==> src/verilog/safe_defs.svh <==
//************************************************
// Hart count, bus widths and the read values
// returned to an isolated hart
//************************************************

`ifndef SAFE_DEFS_SVH
`define SAFE_DEFS_SVH

// Three harts, the voter is three-way
`define SAFE_NHARTS 3

// Bus geometry
`define SAFE_ADDR_W 32
`define SAFE_DATA_W 32
`define SAFE_BE_W 4

// Isolated instruction bus returns wfi
`define SAFE_WFI_INSTR 32'h10500073
// Isolated data bus returns zero
`define SAFE_ISO_DATA 32'h00000000

`endif

==> src/verilog/safe_pkg.sv <==
//************************************************
// Bus request and response bundles, safe mode
// encoding and configuration word
//************************************************

`default_nettype none

`include "safe_defs.svh"

package safe_pkg;

  // One bit per hart
  typedef logic [`SAFE_NHARTS-1:0] hart_mask_t;

  // Hart to memory, 70 bits
  typedef struct packed {
    logic                    req;
    logic                    we;
    logic [`SAFE_BE_W-1:0]   be;
    logic [`SAFE_ADDR_W-1:0] addr;
    logic [`SAFE_DATA_W-1:0] wdata;
  } bus_req_t;

  // Memory to hart, 34 bits
  typedef struct packed {
    logic                    gnt;
    logic                    rvalid;
    logic [`SAFE_DATA_W-1:0] rdata;
  } bus_rsp_t;

  typedef enum logic [1:0] {
    MODE_SINGLE = 2'd0,
    MODE_TMR    = 2'd1,
    MODE_DMR    = 2'd2
  } safe_mode_e;

  // Master is one-hot, dmr_pair holds master plus partner
  typedef struct packed {
    safe_mode_e mode;
    hart_mask_t master;
    hart_mask_t dmr_pair;
  } safe_cfg_t;

endpackage

`default_nettype wire

==> src/verilog/safe_mode_ctrl.sv <==
//************************************************
// Active safe configuration register with the
// sleep-gated update and the isolation mask
//************************************************

`timescale 1ns/1ps
`default_nettype none

module safe_mode_ctrl (
  input  logic                 clk_i,
  input  logic                 rst_ni,
  input  safe_pkg::hart_mask_t sleep_i,
  input  safe_pkg::safe_cfg_t  cfg_i,
  input  logic                 cfg_valid_i,
  output safe_pkg::safe_cfg_t  cfg_o,
  output safe_pkg::hart_mask_t isolate_o
);

  import safe_pkg::*;

  // Single mode, hart 0 as master, pair 0 and 1
  localparam safe_cfg_t CfgReset = '{
    mode:     MODE_SINGLE,
    master:   hart_mask_t'(1),
    dmr_pair: hart_mask_t'(3)
  };

  safe_cfg_t cfg_q;
  logic      all_sleep;

  // Mode changes only with every hart parked in wfi
  assign all_sleep = &sleep_i;

  always_ff @(posedge clk_i or negedge rst_ni) begin
    if (!rst_ni) begin
      cfg_q <= CfgReset;
    end else if (cfg_valid_i && all_sleep) begin
      cfg_q <= cfg_i;
    end
  end

  assign cfg_o = cfg_q;

  // Hart outside the lockstep pair is cut off the bus
  always_comb begin
    if (cfg_q.mode == MODE_DMR) begin
      isolate_o = ~cfg_q.dmr_pair;
    end else begin
      isolate_o = '0;
    end
  end

  // Routers pick the master port from this mask
  a_master_onehot: assert property (
    @(posedge clk_i) disable iff (!rst_ni)
    $onehot(cfg_q.master)
  ) else $error("master mask is not one-hot");

  // Exactly one partner beside the master in lockstep
  a_dmr_pair: assert property (
    @(posedge clk_i) disable iff (!rst_ni)
    (cfg_q.mode == MODE_DMR) |->
      (($countones(cfg_q.dmr_pair) == 2) && |(cfg_q.dmr_pair & cfg_q.master))
  ) else $error("dmr pair does not hold master plus one partner");

endmodule

`default_nettype wire

==> src/verilog/tmr_voter.sv <==
//************************************************
// Bitwise majority voter over three requests
// with mismatch flag and disagreeing harts
//************************************************

`timescale 1ns/1ps
`default_nettype none

`include "safe_defs.svh"

module tmr_voter (
  input  logic                                    enable_i,
  input  safe_pkg::bus_req_t [`SAFE_NHARTS-1:0]  req_i,
  output safe_pkg::bus_req_t                     voted_o,
  output logic                                    error_o,
  output safe_pkg::hart_mask_t                   error_id_o
);

  import safe_pkg::*;

  bus_req_t   majority;
  hart_mask_t differs;

  // Two out of three per bit
  assign majority = (req_i[0] & req_i[1]) |
                    (req_i[1] & req_i[2]) |
                    (req_i[0] & req_i[2]);

  for (genvar i = 0; i < `SAFE_NHARTS; i++) begin : gen_differs
    assign differs[i] = (req_i[i] != majority);
  end

  // Everything quiet outside TMR mode
  always_comb begin
    if (enable_i) begin
      voted_o    = majority;
      error_o    = |differs;
      error_id_o = differs;
    end else begin
      voted_o    = '0;
      error_o    = 1'b0;
      error_id_o = '0;
    end
  end

endmodule

`default_nettype wire

==> src/verilog/dmr_comparator.sv <==
//************************************************
// Lockstep comparator of master and partner
// requests
//************************************************

`timescale 1ns/1ps
`default_nettype none

module dmr_comparator (
  input  logic               enable_i,
  input  safe_pkg::bus_req_t master_req_i,
  input  safe_pkg::bus_req_t partner_req_i,
  output safe_pkg::bus_req_t req_o,
  output logic               error_o
);

  import safe_pkg::*;

  bus_req_t req_diff;

  // Master drives the shared port
  assign req_o = master_req_i;

  // Any differing bit counts as a lockstep fault
  assign req_diff = master_req_i ^ partner_req_i;
  assign error_o  = enable_i && (|req_diff);

endmodule

`default_nettype wire

==> src/verilog/bus_isolator.sv <==
//************************************************
// Local responder for an isolated hart with
// flush of a response still owed by memory
//************************************************

`timescale 1ns/1ps
`default_nettype none

`include "safe_defs.svh"

module bus_isolator #(
  parameter logic [`SAFE_DATA_W-1:0] RDATA = `SAFE_ISO_DATA
) (
  input  logic               clk_i,
  input  logic               rst_ni,
  input  logic               isolate_i,
  input  safe_pkg::bus_req_t hart_req_i,
  input  safe_pkg::bus_rsp_t mem_rsp_i,
  output safe_pkg::bus_rsp_t rsp_o
);

  import safe_pkg::*;

  logic iso_rvalid_q;
  logic pending_q;

  always_ff @(posedge clk_i or negedge rst_ni) begin
    if (!rst_ni) begin
      iso_rvalid_q <= 1'b0;
      pending_q    <= 1'b0;
    end else if (!isolate_i) begin
      iso_rvalid_q <= 1'b0;
      // Accepted by memory and not answered yet
      pending_q    <= (hart_req_i.req && mem_rsp_i.gnt) ||
                      (pending_q && !mem_rsp_i.rvalid);
    end else begin
      // Every local grant answers one cycle later
      iso_rvalid_q <= hart_req_i.req;
      pending_q    <= 1'b0;
    end
  end

  // Owed response is released in the first isolated cycle
  assign rsp_o.gnt    = hart_req_i.req;
  assign rsp_o.rvalid = iso_rvalid_q | pending_q;
  assign rsp_o.rdata  = RDATA;

endmodule

`default_nettype wire

==> src/verilog/bus_router.sv <==
//************************************************
// Per-bus request steering onto memory ports and
// response fan-back to the harts
//************************************************

`timescale 1ns/1ps
`default_nettype none

`include "safe_defs.svh"

module bus_router (
  input  safe_pkg::safe_cfg_t                    cfg_i,
  input  safe_pkg::bus_req_t [`SAFE_NHARTS-1:0]  hart_req_i,
  input  safe_pkg::bus_rsp_t [`SAFE_NHARTS-1:0]  mem_rsp_i,
  input  safe_pkg::bus_req_t                     voted_req_i,
  input  safe_pkg::bus_req_t                     compared_req_i,
  input  safe_pkg::bus_rsp_t [`SAFE_NHARTS-1:0]  iso_rsp_i,
  output safe_pkg::bus_req_t [`SAFE_NHARTS-1:0]  mem_req_o,
  output safe_pkg::bus_rsp_t [`SAFE_NHARTS-1:0]  hart_rsp_o,
  output safe_pkg::bus_req_t                     master_req_o,
  output safe_pkg::bus_req_t                     partner_req_o
);

  import safe_pkg::*;

  hart_mask_t partner;
  bus_rsp_t   master_rsp;

  // Pair member that is not the master
  assign partner = cfg_i.dmr_pair & ~cfg_i.master;

  // One-hot selects for the comparator inputs and the shared response
  always_comb begin
    master_req_o  = '0;
    partner_req_o = '0;
    master_rsp    = '0;
    for (int i = 0; i < `SAFE_NHARTS; i++) begin
      if (cfg_i.master[i]) begin
        master_req_o = hart_req_i[i];
        master_rsp   = mem_rsp_i[i];
      end
      if (partner[i]) begin
        partner_req_o = hart_req_i[i];
      end
    end
  end

  // Memory side, only the master port is live in redundant modes
  always_comb begin
    for (int i = 0; i < `SAFE_NHARTS; i++) begin
      case (cfg_i.mode)
        MODE_TMR: begin
          mem_req_o[i] = cfg_i.master[i] ? voted_req_i : '0;
        end
        MODE_DMR: begin
          mem_req_o[i] = cfg_i.master[i] ? compared_req_i : '0;
        end
        default: begin
          mem_req_o[i] = hart_req_i[i];
        end
      endcase
    end
  end

  // Hart side
  always_comb begin
    for (int i = 0; i < `SAFE_NHARTS; i++) begin
      case (cfg_i.mode)
        MODE_TMR: begin
          hart_rsp_o[i] = master_rsp;
        end
        MODE_DMR: begin
          // Unpaired hart talks to its local responder
          hart_rsp_o[i] = cfg_i.dmr_pair[i] ? master_rsp : iso_rsp_i[i];
        end
        default: begin
          hart_rsp_o[i] = mem_rsp_i[i];
        end
      endcase
    end
  end

endmodule

`default_nettype wire

==> src/verilog/safe_bus_wrapper.sv <==
//************************************************
// Triple-hart safety bus wrapper top level with
// control, routing, voting and isolation per bus
//************************************************

`timescale 1ns/1ps
`default_nettype none

`include "safe_defs.svh"

module safe_bus_wrapper (
  input  logic                                    clk_i,
  input  logic                                    rst_ni,
  // Hart side
  input  safe_pkg::bus_req_t [`SAFE_NHARTS-1:0]  hart_instr_req_i,
  output safe_pkg::bus_rsp_t [`SAFE_NHARTS-1:0]  hart_instr_rsp_o,
  input  safe_pkg::bus_req_t [`SAFE_NHARTS-1:0]  hart_data_req_i,
  output safe_pkg::bus_rsp_t [`SAFE_NHARTS-1:0]  hart_data_rsp_o,
  // Memory side
  output safe_pkg::bus_req_t [`SAFE_NHARTS-1:0]  mem_instr_req_o,
  input  safe_pkg::bus_rsp_t [`SAFE_NHARTS-1:0]  mem_instr_rsp_i,
  output safe_pkg::bus_req_t [`SAFE_NHARTS-1:0]  mem_data_req_o,
  input  safe_pkg::bus_rsp_t [`SAFE_NHARTS-1:0]  mem_data_rsp_i,
  // Configuration and status
  input  safe_pkg::hart_mask_t                   sleep_i,
  input  safe_pkg::safe_cfg_t                    cfg_i,
  input  logic                                    cfg_valid_i,
  output logic                                    tmr_error_o,
  output logic                                    dmr_error_o,
  output safe_pkg::hart_mask_t                   tmr_error_id_o
);

  import safe_pkg::*;

  // Bus 0 is instruction, bus 1 is data
  localparam int NBUS = 2;

  safe_cfg_t  cfg;
  hart_mask_t isolate;
  logic       tmr_en;
  logic       dmr_en;

  bus_req_t   [NBUS-1:0][`SAFE_NHARTS-1:0] hart_req;
  bus_rsp_t   [NBUS-1:0][`SAFE_NHARTS-1:0] hart_rsp;
  bus_req_t   [NBUS-1:0][`SAFE_NHARTS-1:0] mem_req;
  bus_rsp_t   [NBUS-1:0][`SAFE_NHARTS-1:0] mem_rsp;
  bus_rsp_t   [NBUS-1:0][`SAFE_NHARTS-1:0] iso_rsp;
  bus_req_t   [NBUS-1:0]                   voted_req;
  bus_req_t   [NBUS-1:0]                   master_req;
  bus_req_t   [NBUS-1:0]                   partner_req;
  bus_req_t   [NBUS-1:0]                   compared_req;
  logic       [NBUS-1:0]                   tmr_err;
  logic       [NBUS-1:0]                   dmr_err;
  hart_mask_t [NBUS-1:0]                   tmr_err_id;

  assign hart_req[0]      = hart_instr_req_i;
  assign hart_req[1]      = hart_data_req_i;
  assign mem_rsp[0]       = mem_instr_rsp_i;
  assign mem_rsp[1]       = mem_data_rsp_i;
  assign hart_instr_rsp_o = hart_rsp[0];
  assign hart_data_rsp_o  = hart_rsp[1];
  assign mem_instr_req_o  = mem_req[0];
  assign mem_data_req_o   = mem_req[1];

  safe_mode_ctrl safe_mode_ctrl_inst (
    .clk_i       (clk_i),
    .rst_ni      (rst_ni),
    .sleep_i     (sleep_i),
    .cfg_i       (cfg_i),
    .cfg_valid_i (cfg_valid_i),
    .cfg_o       (cfg),
    .isolate_o   (isolate)
  );

  assign tmr_en = (cfg.mode == MODE_TMR);
  assign dmr_en = (cfg.mode == MODE_DMR);

  for (genvar b = 0; b < NBUS; b++) begin : gen_bus
    localparam logic [`SAFE_DATA_W-1:0] IsoRdata =
      (b == 0) ? `SAFE_WFI_INSTR : `SAFE_ISO_DATA;

    bus_router bus_router_inst (
      .cfg_i          (cfg),
      .hart_req_i     (hart_req[b]),
      .mem_rsp_i      (mem_rsp[b]),
      .voted_req_i    (voted_req[b]),
      .compared_req_i (compared_req[b]),
      .iso_rsp_i      (iso_rsp[b]),
      .mem_req_o      (mem_req[b]),
      .hart_rsp_o     (hart_rsp[b]),
      .master_req_o   (master_req[b]),
      .partner_req_o  (partner_req[b])
    );

    tmr_voter tmr_voter_inst (
      .enable_i   (tmr_en),
      .req_i      (hart_req[b]),
      .voted_o    (voted_req[b]),
      .error_o    (tmr_err[b]),
      .error_id_o (tmr_err_id[b])
    );

    dmr_comparator dmr_comparator_inst (
      .enable_i      (dmr_en),
      .master_req_i  (master_req[b]),
      .partner_req_i (partner_req[b]),
      .req_o         (compared_req[b]),
      .error_o       (dmr_err[b])
    );

    // Isolators watch the response each hart actually receives
    for (genvar h = 0; h < `SAFE_NHARTS; h++) begin : gen_iso
      bus_isolator #(
        .RDATA (IsoRdata)
      ) bus_isolator_inst (
        .clk_i      (clk_i),
        .rst_ni     (rst_ni),
        .isolate_i  (isolate[h]),
        .hart_req_i (hart_req[b][h]),
        .mem_rsp_i  (hart_rsp[b][h]),
        .rsp_o      (iso_rsp[b][h])
      );
    end
  end

  assign tmr_error_o    = |tmr_err;
  assign dmr_error_o    = |dmr_err;
  assign tmr_error_id_o = tmr_err_id[0] | tmr_err_id[1];

endmodule

`default_nettype wire

==> config.mk <==
export PLATFORM = sky130hd
export DESIGN_NAME = safe_bus_wrapper
export DESIGN_NICKNAME = d
export VERILOG_FILES = /design/src/verilog/safe_pkg.sv /design/src/verilog/safe_mode_ctrl.sv /design/src/verilog/tmr_voter.sv /design/src/verilog/dmr_comparator.sv /design/src/verilog/bus_isolator.sv /design/src/verilog/bus_router.sv /design/src/verilog/safe_bus_wrapper.sv
export VERILOG_INCLUDE_DIRS = /design/src /design/src/verilog
export SDC_FILE = /design/constraint.sdc
export NUM_CORES = 2
export LEC_CHECK = 0
export ABC_AREA = 1
export BUFFER_PORTS_ARGS = -buffer_cell sky130_fd_sc_hd__buf_2
export CORE_AREA = 4 4 490 492
export DETAILED_ROUTE_END_ITERATION = 7
export DIE_AREA = 0 0 494 496
export PLACE_DENSITY_LB_ADDON = 0.08
export SYNTH_ARGS = -nofsm -noshare
export SYNTH_HDL_FRONTEND = slang
export SYNTH_SLANG_ARGS = --single-unit
==> constraint.sdc <==
create_clock -name clk_i -period 3 [get_ports clk_i]
set_input_delay 0.3 -clock clk_i [delete_from_list [all_inputs] [get_ports clk_i]]
set_output_delay 0.3 -clock clk_i [all_outputs]
set_load 0.02 [all_outputs]
== Word-level counts from Yosys, hierarchy flattened ==
Cells that the tools add are included.
Word-level totals
  bits in registers: 20
  input port bits: 638
  output and inout bits: 629
  word-level logic and storage cells: 144
Cells by class
  equality and inequality tests: 8
  mux-type cells: 65
  bitwise gates (word level): 22
  reduce and logical (&&, ||, !) cells: 34
Operators with widths (number)
  70-bit two-way mux: 24
  70-bit one-hot mux with 2 select lines: 6
  70-bit AND: 6
  70-bit != test: 6
  34-bit two-way mux: 12
  34-bit one-hot mux with 2 select lines: 6
  70-bit bitwise OR: 4
  70-bit OR reduction: 2
  70-bit bitwise XOR: 2
  1-bit logical AND: 15
  1-bit two-way mux: 14
  3-bit two-way mux: 3
  1-bit logical NOT: 6
  1-bit logical OR: 6
  3-bit inverter: 2
  1-bit bitwise OR: 6
  3-bit OR reduction: 2
  2-bit OR reduction: 2
  3-bit AND: 1
  3-bit bitwise OR: 1
  3-bit AND reduction: 1
  2-bit by 1-bit equality test with 1-bit output, second input constant: 1
  2-bit equality test, second input constant: 1

== Longest topological paths before layout ==
  depth after elaboration: 9
  gate-level depth with buffers: 19

== By module ==
Synthesis repeated with hierarchy kept, for this count alone.
Second synthesis, totals
  cell total of the unflattened synthesis: 7568
  area total of the unflattened synthesis: 36049.6 um^2
Modules (own cells, without submodules)
  bus_router: times used 2, cells an instance 2113, area an instance 9945.8 um^2, sequential area each 0.0 um^2
  tmr_voter: times used 2, cells an instance 1185, area an instance 5172.5 um^2, sequential area each 0.0 um^2
  dmr_comparator: times used 2, cells an instance 326, area an instance 1676.6 um^2, sequential area each 0.0 um^2
  bus_isolator at gen_bus[0].gen_iso[0].bus_isolator_inst ...: times used 3, cells an instance 44, area an instance 339.1 um^2, sequential area each 50.0 um^2
  bus_isolator at gen_bus[1].gen_iso[0].bus_isolator_inst ...: times used 3, cells an instance 43, area an instance 335.3 um^2, sequential area each 50.0 um^2
  safe_mode_ctrl: times used 1, cells an instance 40, area an instance 365.4 um^2, sequential area each 203.9 um^2
  safe_bus_wrapper: times used 1, cells an instance 19, area an instance 71.3 um^2, sequential area each 0.0 um^2

== Least setup slack after synthesis ==
OpenSTA, ideal clock, no wires.
  path type: register to output
  from: register safe_mode_ctrl_inst.cfg_q, in the netlist safe_mode_ctrl_inst.cfg_o[6]
  to: output mem_data_req_o[169] (netlist name)
  arrival time: 2.080 ns
  data required time: 2.700 ns
  slack: 0.620 ns
  stages on the path, launching flop included: 10
  path through: dfrtp_1 -> inv_1 -> ha_1 -> buf_2 -> inv_1 -> buf_2 -> clkbuf_1 -> clkbuf_1 -> nor2_1 -> a31oi_1
RTL lines
  from (decl): RTL line safe_mode_ctrl.sv:28  | safe_cfg_t cfg_q;
  from (signal assigned): RTL line safe_mode_ctrl.sv:36  | cfg_q <= CfgReset;
  from (signal assigned): RTL line safe_mode_ctrl.sv:38  | cfg_q <= cfg_i;
  to (decl): RTL line safe_bus_wrapper.sv:22  | output safe_pkg::bus_req_t [`SAFE_NHARTS-1:0] mem_data_req_o,

== Final worst setup path ==
  from: register safe_mode_ctrl_inst.cfg_q, in the netlist safe_mode_ctrl_inst.cfg_o[3]
  to: output dmr_error_o
Between the ends
  word-level cells in the longest chain between the ends: 9
  elaborated cells between the ends (all ways): 21
  those cells by class: 12 x mux; 4 x bitwise; 5 x reduce/logical
RTL lines
  3-bit inverter: RTL line bus_router.sv:30  | assign partner = cfg_i.dmr_pair & ~cfg_i.master;
  3-bit AND: RTL line bus_router.sv:30
  70-bit two-way mux (3 in a row): RTL line bus_router.sv:42  | if (partner[i]) begin
  70-bit bitwise XOR: RTL line dmr_comparator.sv:25  | assign req_diff = master_req_i ^ partner_req_i;
  70-bit OR reduction: RTL line dmr_comparator.sv:26  | assign error_o = enable_i && (|req_diff);
  1-bit logical AND: RTL line dmr_comparator.sv:26
  2-bit OR reduction *: RTL line safe_bus_wrapper.sv:127  | assign dmr_error_o = |dmr_err;
  to (decl): RTL line safe_bus_wrapper.sv:29  | output logic dmr_error_o,
Every way passes the cells marked *; elsewhere a longest branch is shown, timed or not.

==> impl_metrics.ini <==
[clock_network]
cts_tree = yes
cts_max_path_buffers = 2
numCtsBuffers = 3
path_clk_slew_ns = 0.07
cts_hold_buffers = 0
clkLatencyLatePin_ns = 0.28
htree_levels = 1
cts.sinks = 20
cts.root.buffer_cell = sky130_fd_sc_hd__clkbuf_16

[logic_synthesis]
synth_area_leader_cell = sky130_fd_sc_hd__nand2_1
synth-seq-area-share = 0.0167
number_of_library_cell_types_mapped_by_synthesis = 43
muxShareOfSynthArea = 0.000374
yosys-top-cells-area = sky130_fd_sc_hd__nand2_1 (31%), sky130_fd_sc_hd__o21ai_0 (13%), sky130_fd_sc_hd__inv_1 (12%), sky130_fd_sc_hd__nand3_1 (9.5%), sky130_fd_sc_hd__o22ai_1 (6.0%)
postSynthCellCount = 6652
synth-xor-area-share = 0.00902
post_synth_instance_area_mm2 = 0.0301
synth_top_family_by_area = simple AND/OR/NAND/NOR gates
ys_seq_elements = 20
yosysWarningCount = 0
syn-num-nets = 7292
post_synth_and_or_nand_nor_area_fraction = 0.479
synth_top_area_share = 0.312
synth_adder_area_share = 0.000831
synth.avg_cell_area_um2 = 4.53
synth_compound_gate_area_share = 0.315

[setup_path]
crit_top_cell = sky130_fd_sc_hd__nand2_1
top_delay_family_on_crit_path = simple AND/OR/NAND/NOR gates
critical_path_top_delay_cell = sky130_fd_sc_hd__dfstp_4
crit_fanout = 9
arrival_time_reported_for_the_critical_path_endpoint_ns = 3.21
max_stage_delay_ns = 0.53
crit_path_end_kind = output port
cp.buffers_inverters = 5
setup.worst_path.class = reg2out
data_required_time_at_the_worst_endpoint_ns = 2.70
timing.critical_path.cells = buf_4, nor2_4, buf_4, buf_4, nand3_1, nand3_1, nand2_1, nand2_1, nand2_1, nor2_1, nand2_1, nor2_1, nand2_1, nor2_1, buf_4, nand3_2, nand2_4, nand2_8, buf_6
worstSetupStartpointType = register

[detailed_routing]
avgRoutedWirePerCell_um = 31.6
drt_iter0_drc = 5910
first_pass_iters = 6
drc = 0
detail_route.wirelength_mm = 386
route.vias.total = 58200
vias_per_cell = 4.76
postRouteAntennaNets = 0

[final_layout]
num-fill-cells = 27800
drive_above_1_share = 0.339
most-common-layout-cells = sky130_fd_sc_hd__nand2_1 (2424), sky130_fd_sc_hd__buf_4 (1305), sky130_fd_sc_hd__buf_2 (1169)
final_nets = 9642
syn2layout_area_growth_pct = 81.3
layout_commonest_cell = sky130_fd_sc_hd__nand2_1
final_cell_area_mm2 = 0.0546

[sta]
setup_slack_of_the_critical_path_after_layout_ns = -0.512
period_share = 1.17
timing.clock.skew_ns = 0.00485
finalSetupViolations = 5
rsz0062_at_grt = true
worst_pin_slew_ns = 0.825
timing.final.crit_period_ns = 3.51
finalHoldViolCount = 0
drv_slew = 0
max_slew_margin = 0.444
max_clock_freq_ghz = 0.285
final.hold.worst_slack_ns = 0.0461

[die]
die_area_mm2 = 0.245
fp-row-count = 178
initial_standard_cell_utilization_of_the_core = 0.128
core-area_mm2 = 0.235
design.portCount = 1267
die-height_um = 496
fp.dieW_um = 494

[global_route]
grtUsageTotal = 0.294
globalRouteOverflowTotal = 0
grt_pass1_wl_mm = 495
antenna_violations_before_repair = 198
number_of_global_route_vias_before_repair = 53300
grt_max_degree = 79

[run_status]
run_status = finished, violations left
failed_checks = setup timing

[power_and_ir_drop]
leakage_nw = 29.6
ir_worst_vdd_mv = 0.319
report.power.total_mw = 36.3
power_per_cell_area_mw_per_mm2 = 665

[placement]
port_buffers = 1266
placement_stage_cell_area_mm2 = 0.0511
finalWeightedCongestion = 1.01
dp_hpwl_mm = 324

[run]
maxCapViolCount = 0

[min_path]
min_path_type = in2async
## metal layers
layer | share of wire | global-route usage
met4 | 0.041 | 0.0992
met1 | 0.45 | 0.401
met5 | 0.0013 | 0
met2 | 0.44 | 0.466
met3 | 0.070 | 0.0500
## synthesized netlist by cell type, drive strengths merged
library cell / n
a21boi: 1
a21oi: 135
a22o: 1
a22oi: 94
a2bb2oi: 8
a31oi: 194
and2: 4
buf: 170
clkbuf: 205
clkinv: 1
dfrtp: 17
dfstp: 3
ha: 2
inv: 993
mux2: 1
nand2: 2505
nand3: 570
nand3b: 2
nand4: 74
nor2: 416
nor3: 4
nor4: 2
o2111ai: 1
o211ai: 15
o21a: 1
o21ai: 823
o21bai: 1
o221ai: 77
o22ai: 291
o31ai: 6
or2: 4
xor2: 31
## where the power goes
part,internal (mW),total (mW),switching (mW)
Combinational,12.1,35.5,23.4
Clock,0.267,0.416,0.149
Sequential,0.350,0.418,0.0682
## flip-flops by register name, indices dropped and copies added (netlist names)
signal	count
gen_bus.gen_iso.bus_isolator_inst.iso_rvalid_q	6
gen_bus.gen_iso.bus_isolator_inst.pending_q	6
safe_mode_ctrl_inst.cfg_o	8
## kinds of logic (layout without fill, tap and decap cells)
group / Yosys count / in the layout
buffers and inverters: 1369 / 3717
DFF: 20 / 20
and+or+nand+nor: 3581 / 3581
other: 0 / 71
adders and majority gates: 2 / 2
muxes: 1 / 1
xor gates and xnor gates: 31 / 31
AOI/OAI and AO/OA: 1648 / 1649
## through the flow
| step | std cells | setup slack (ns) | TNS [ns] | utilization |
|---|---|---|---|---|
| floorplan | 6652 | 0.620 | 0 | - |
| global placement | 12100 | -1.10 | -3.63 | 0.217 |
| detailed placement | 12100 | -1.07 | -3.42 | 0.217 |
| CTS | 12100 | -0.470 | -0.651 | 0.225 |
| global route | 12200 | -0.594 | -1.18 | 0.232 |
| finish | 12200 | -0.512 | -0.593 | 0.232 |
## final timing paths
check	from	cells past startpoint	slack, ns	endpoint
worst max register to register	safe_mode_ctrl_inst.cfg_o[3]	16	0.28	gen_bus[0].gen_iso[0].bus_isolator_inst.pending_q
max in group asynchronous	rst_ni	1	2.44	safe_mode_ctrl_inst.cfg_o[4]
worst min register to register	gen_bus[0].gen_iso[0].bus_isolator_inst.pending_q	2	0.54	gen_bus[0].gen_iso[0].bus_isolator_inst.pending_q
min in group clk_i	cfg_i[7]	3	0.24	safe_mode_ctrl_inst.cfg_o[7]
worst min-delay path	rst_ni	1	0.05	gen_bus[1].gen_iso[0].bus_isolator_inst.pending_q
worst max-delay path	safe_mode_ctrl_inst.cfg_o[3]	19	-0.51	dmr_error_o
## worst reg2reg max path, delay by kind of cell, from the launching register on
| kind | cells | cell delay [ns] |
|---|---|---|
| flops | 1 | 0.71 |
| simple gates | 3 | 0.20 |
| compound gates | 5 | 0.73 |
| buf+inv | 8 | 1.02 |
## cell type report
class | instances | area [um2] | area share
well taps | 3150 | 3940 | 0.0722
flip-flops and latches | 20 | 519 | 0.00951
inverters | 994 | 3790 | 0.0695
repair inverters | 1 | 8.76 | 0.000160
repair buffers | 2718 | 20400 | 0.373
clock buffers | 3 | 75.1 | 0.00138
clock inverters | 1 | 30.0 | 0.000550
multi-input cells | 5264 | 25700 | 0.471
diodes | 71 | 178 | 0.00326
## what timing repair did
action                     in CTS  in global routing
pin swaps                      69                 47
cloned                         11                 12
buffers inserted               46                 23
setup endpoints to repair     342                188
gates resized for setup       343                353
Note: power is estimated with default switching activity, not from simulation.
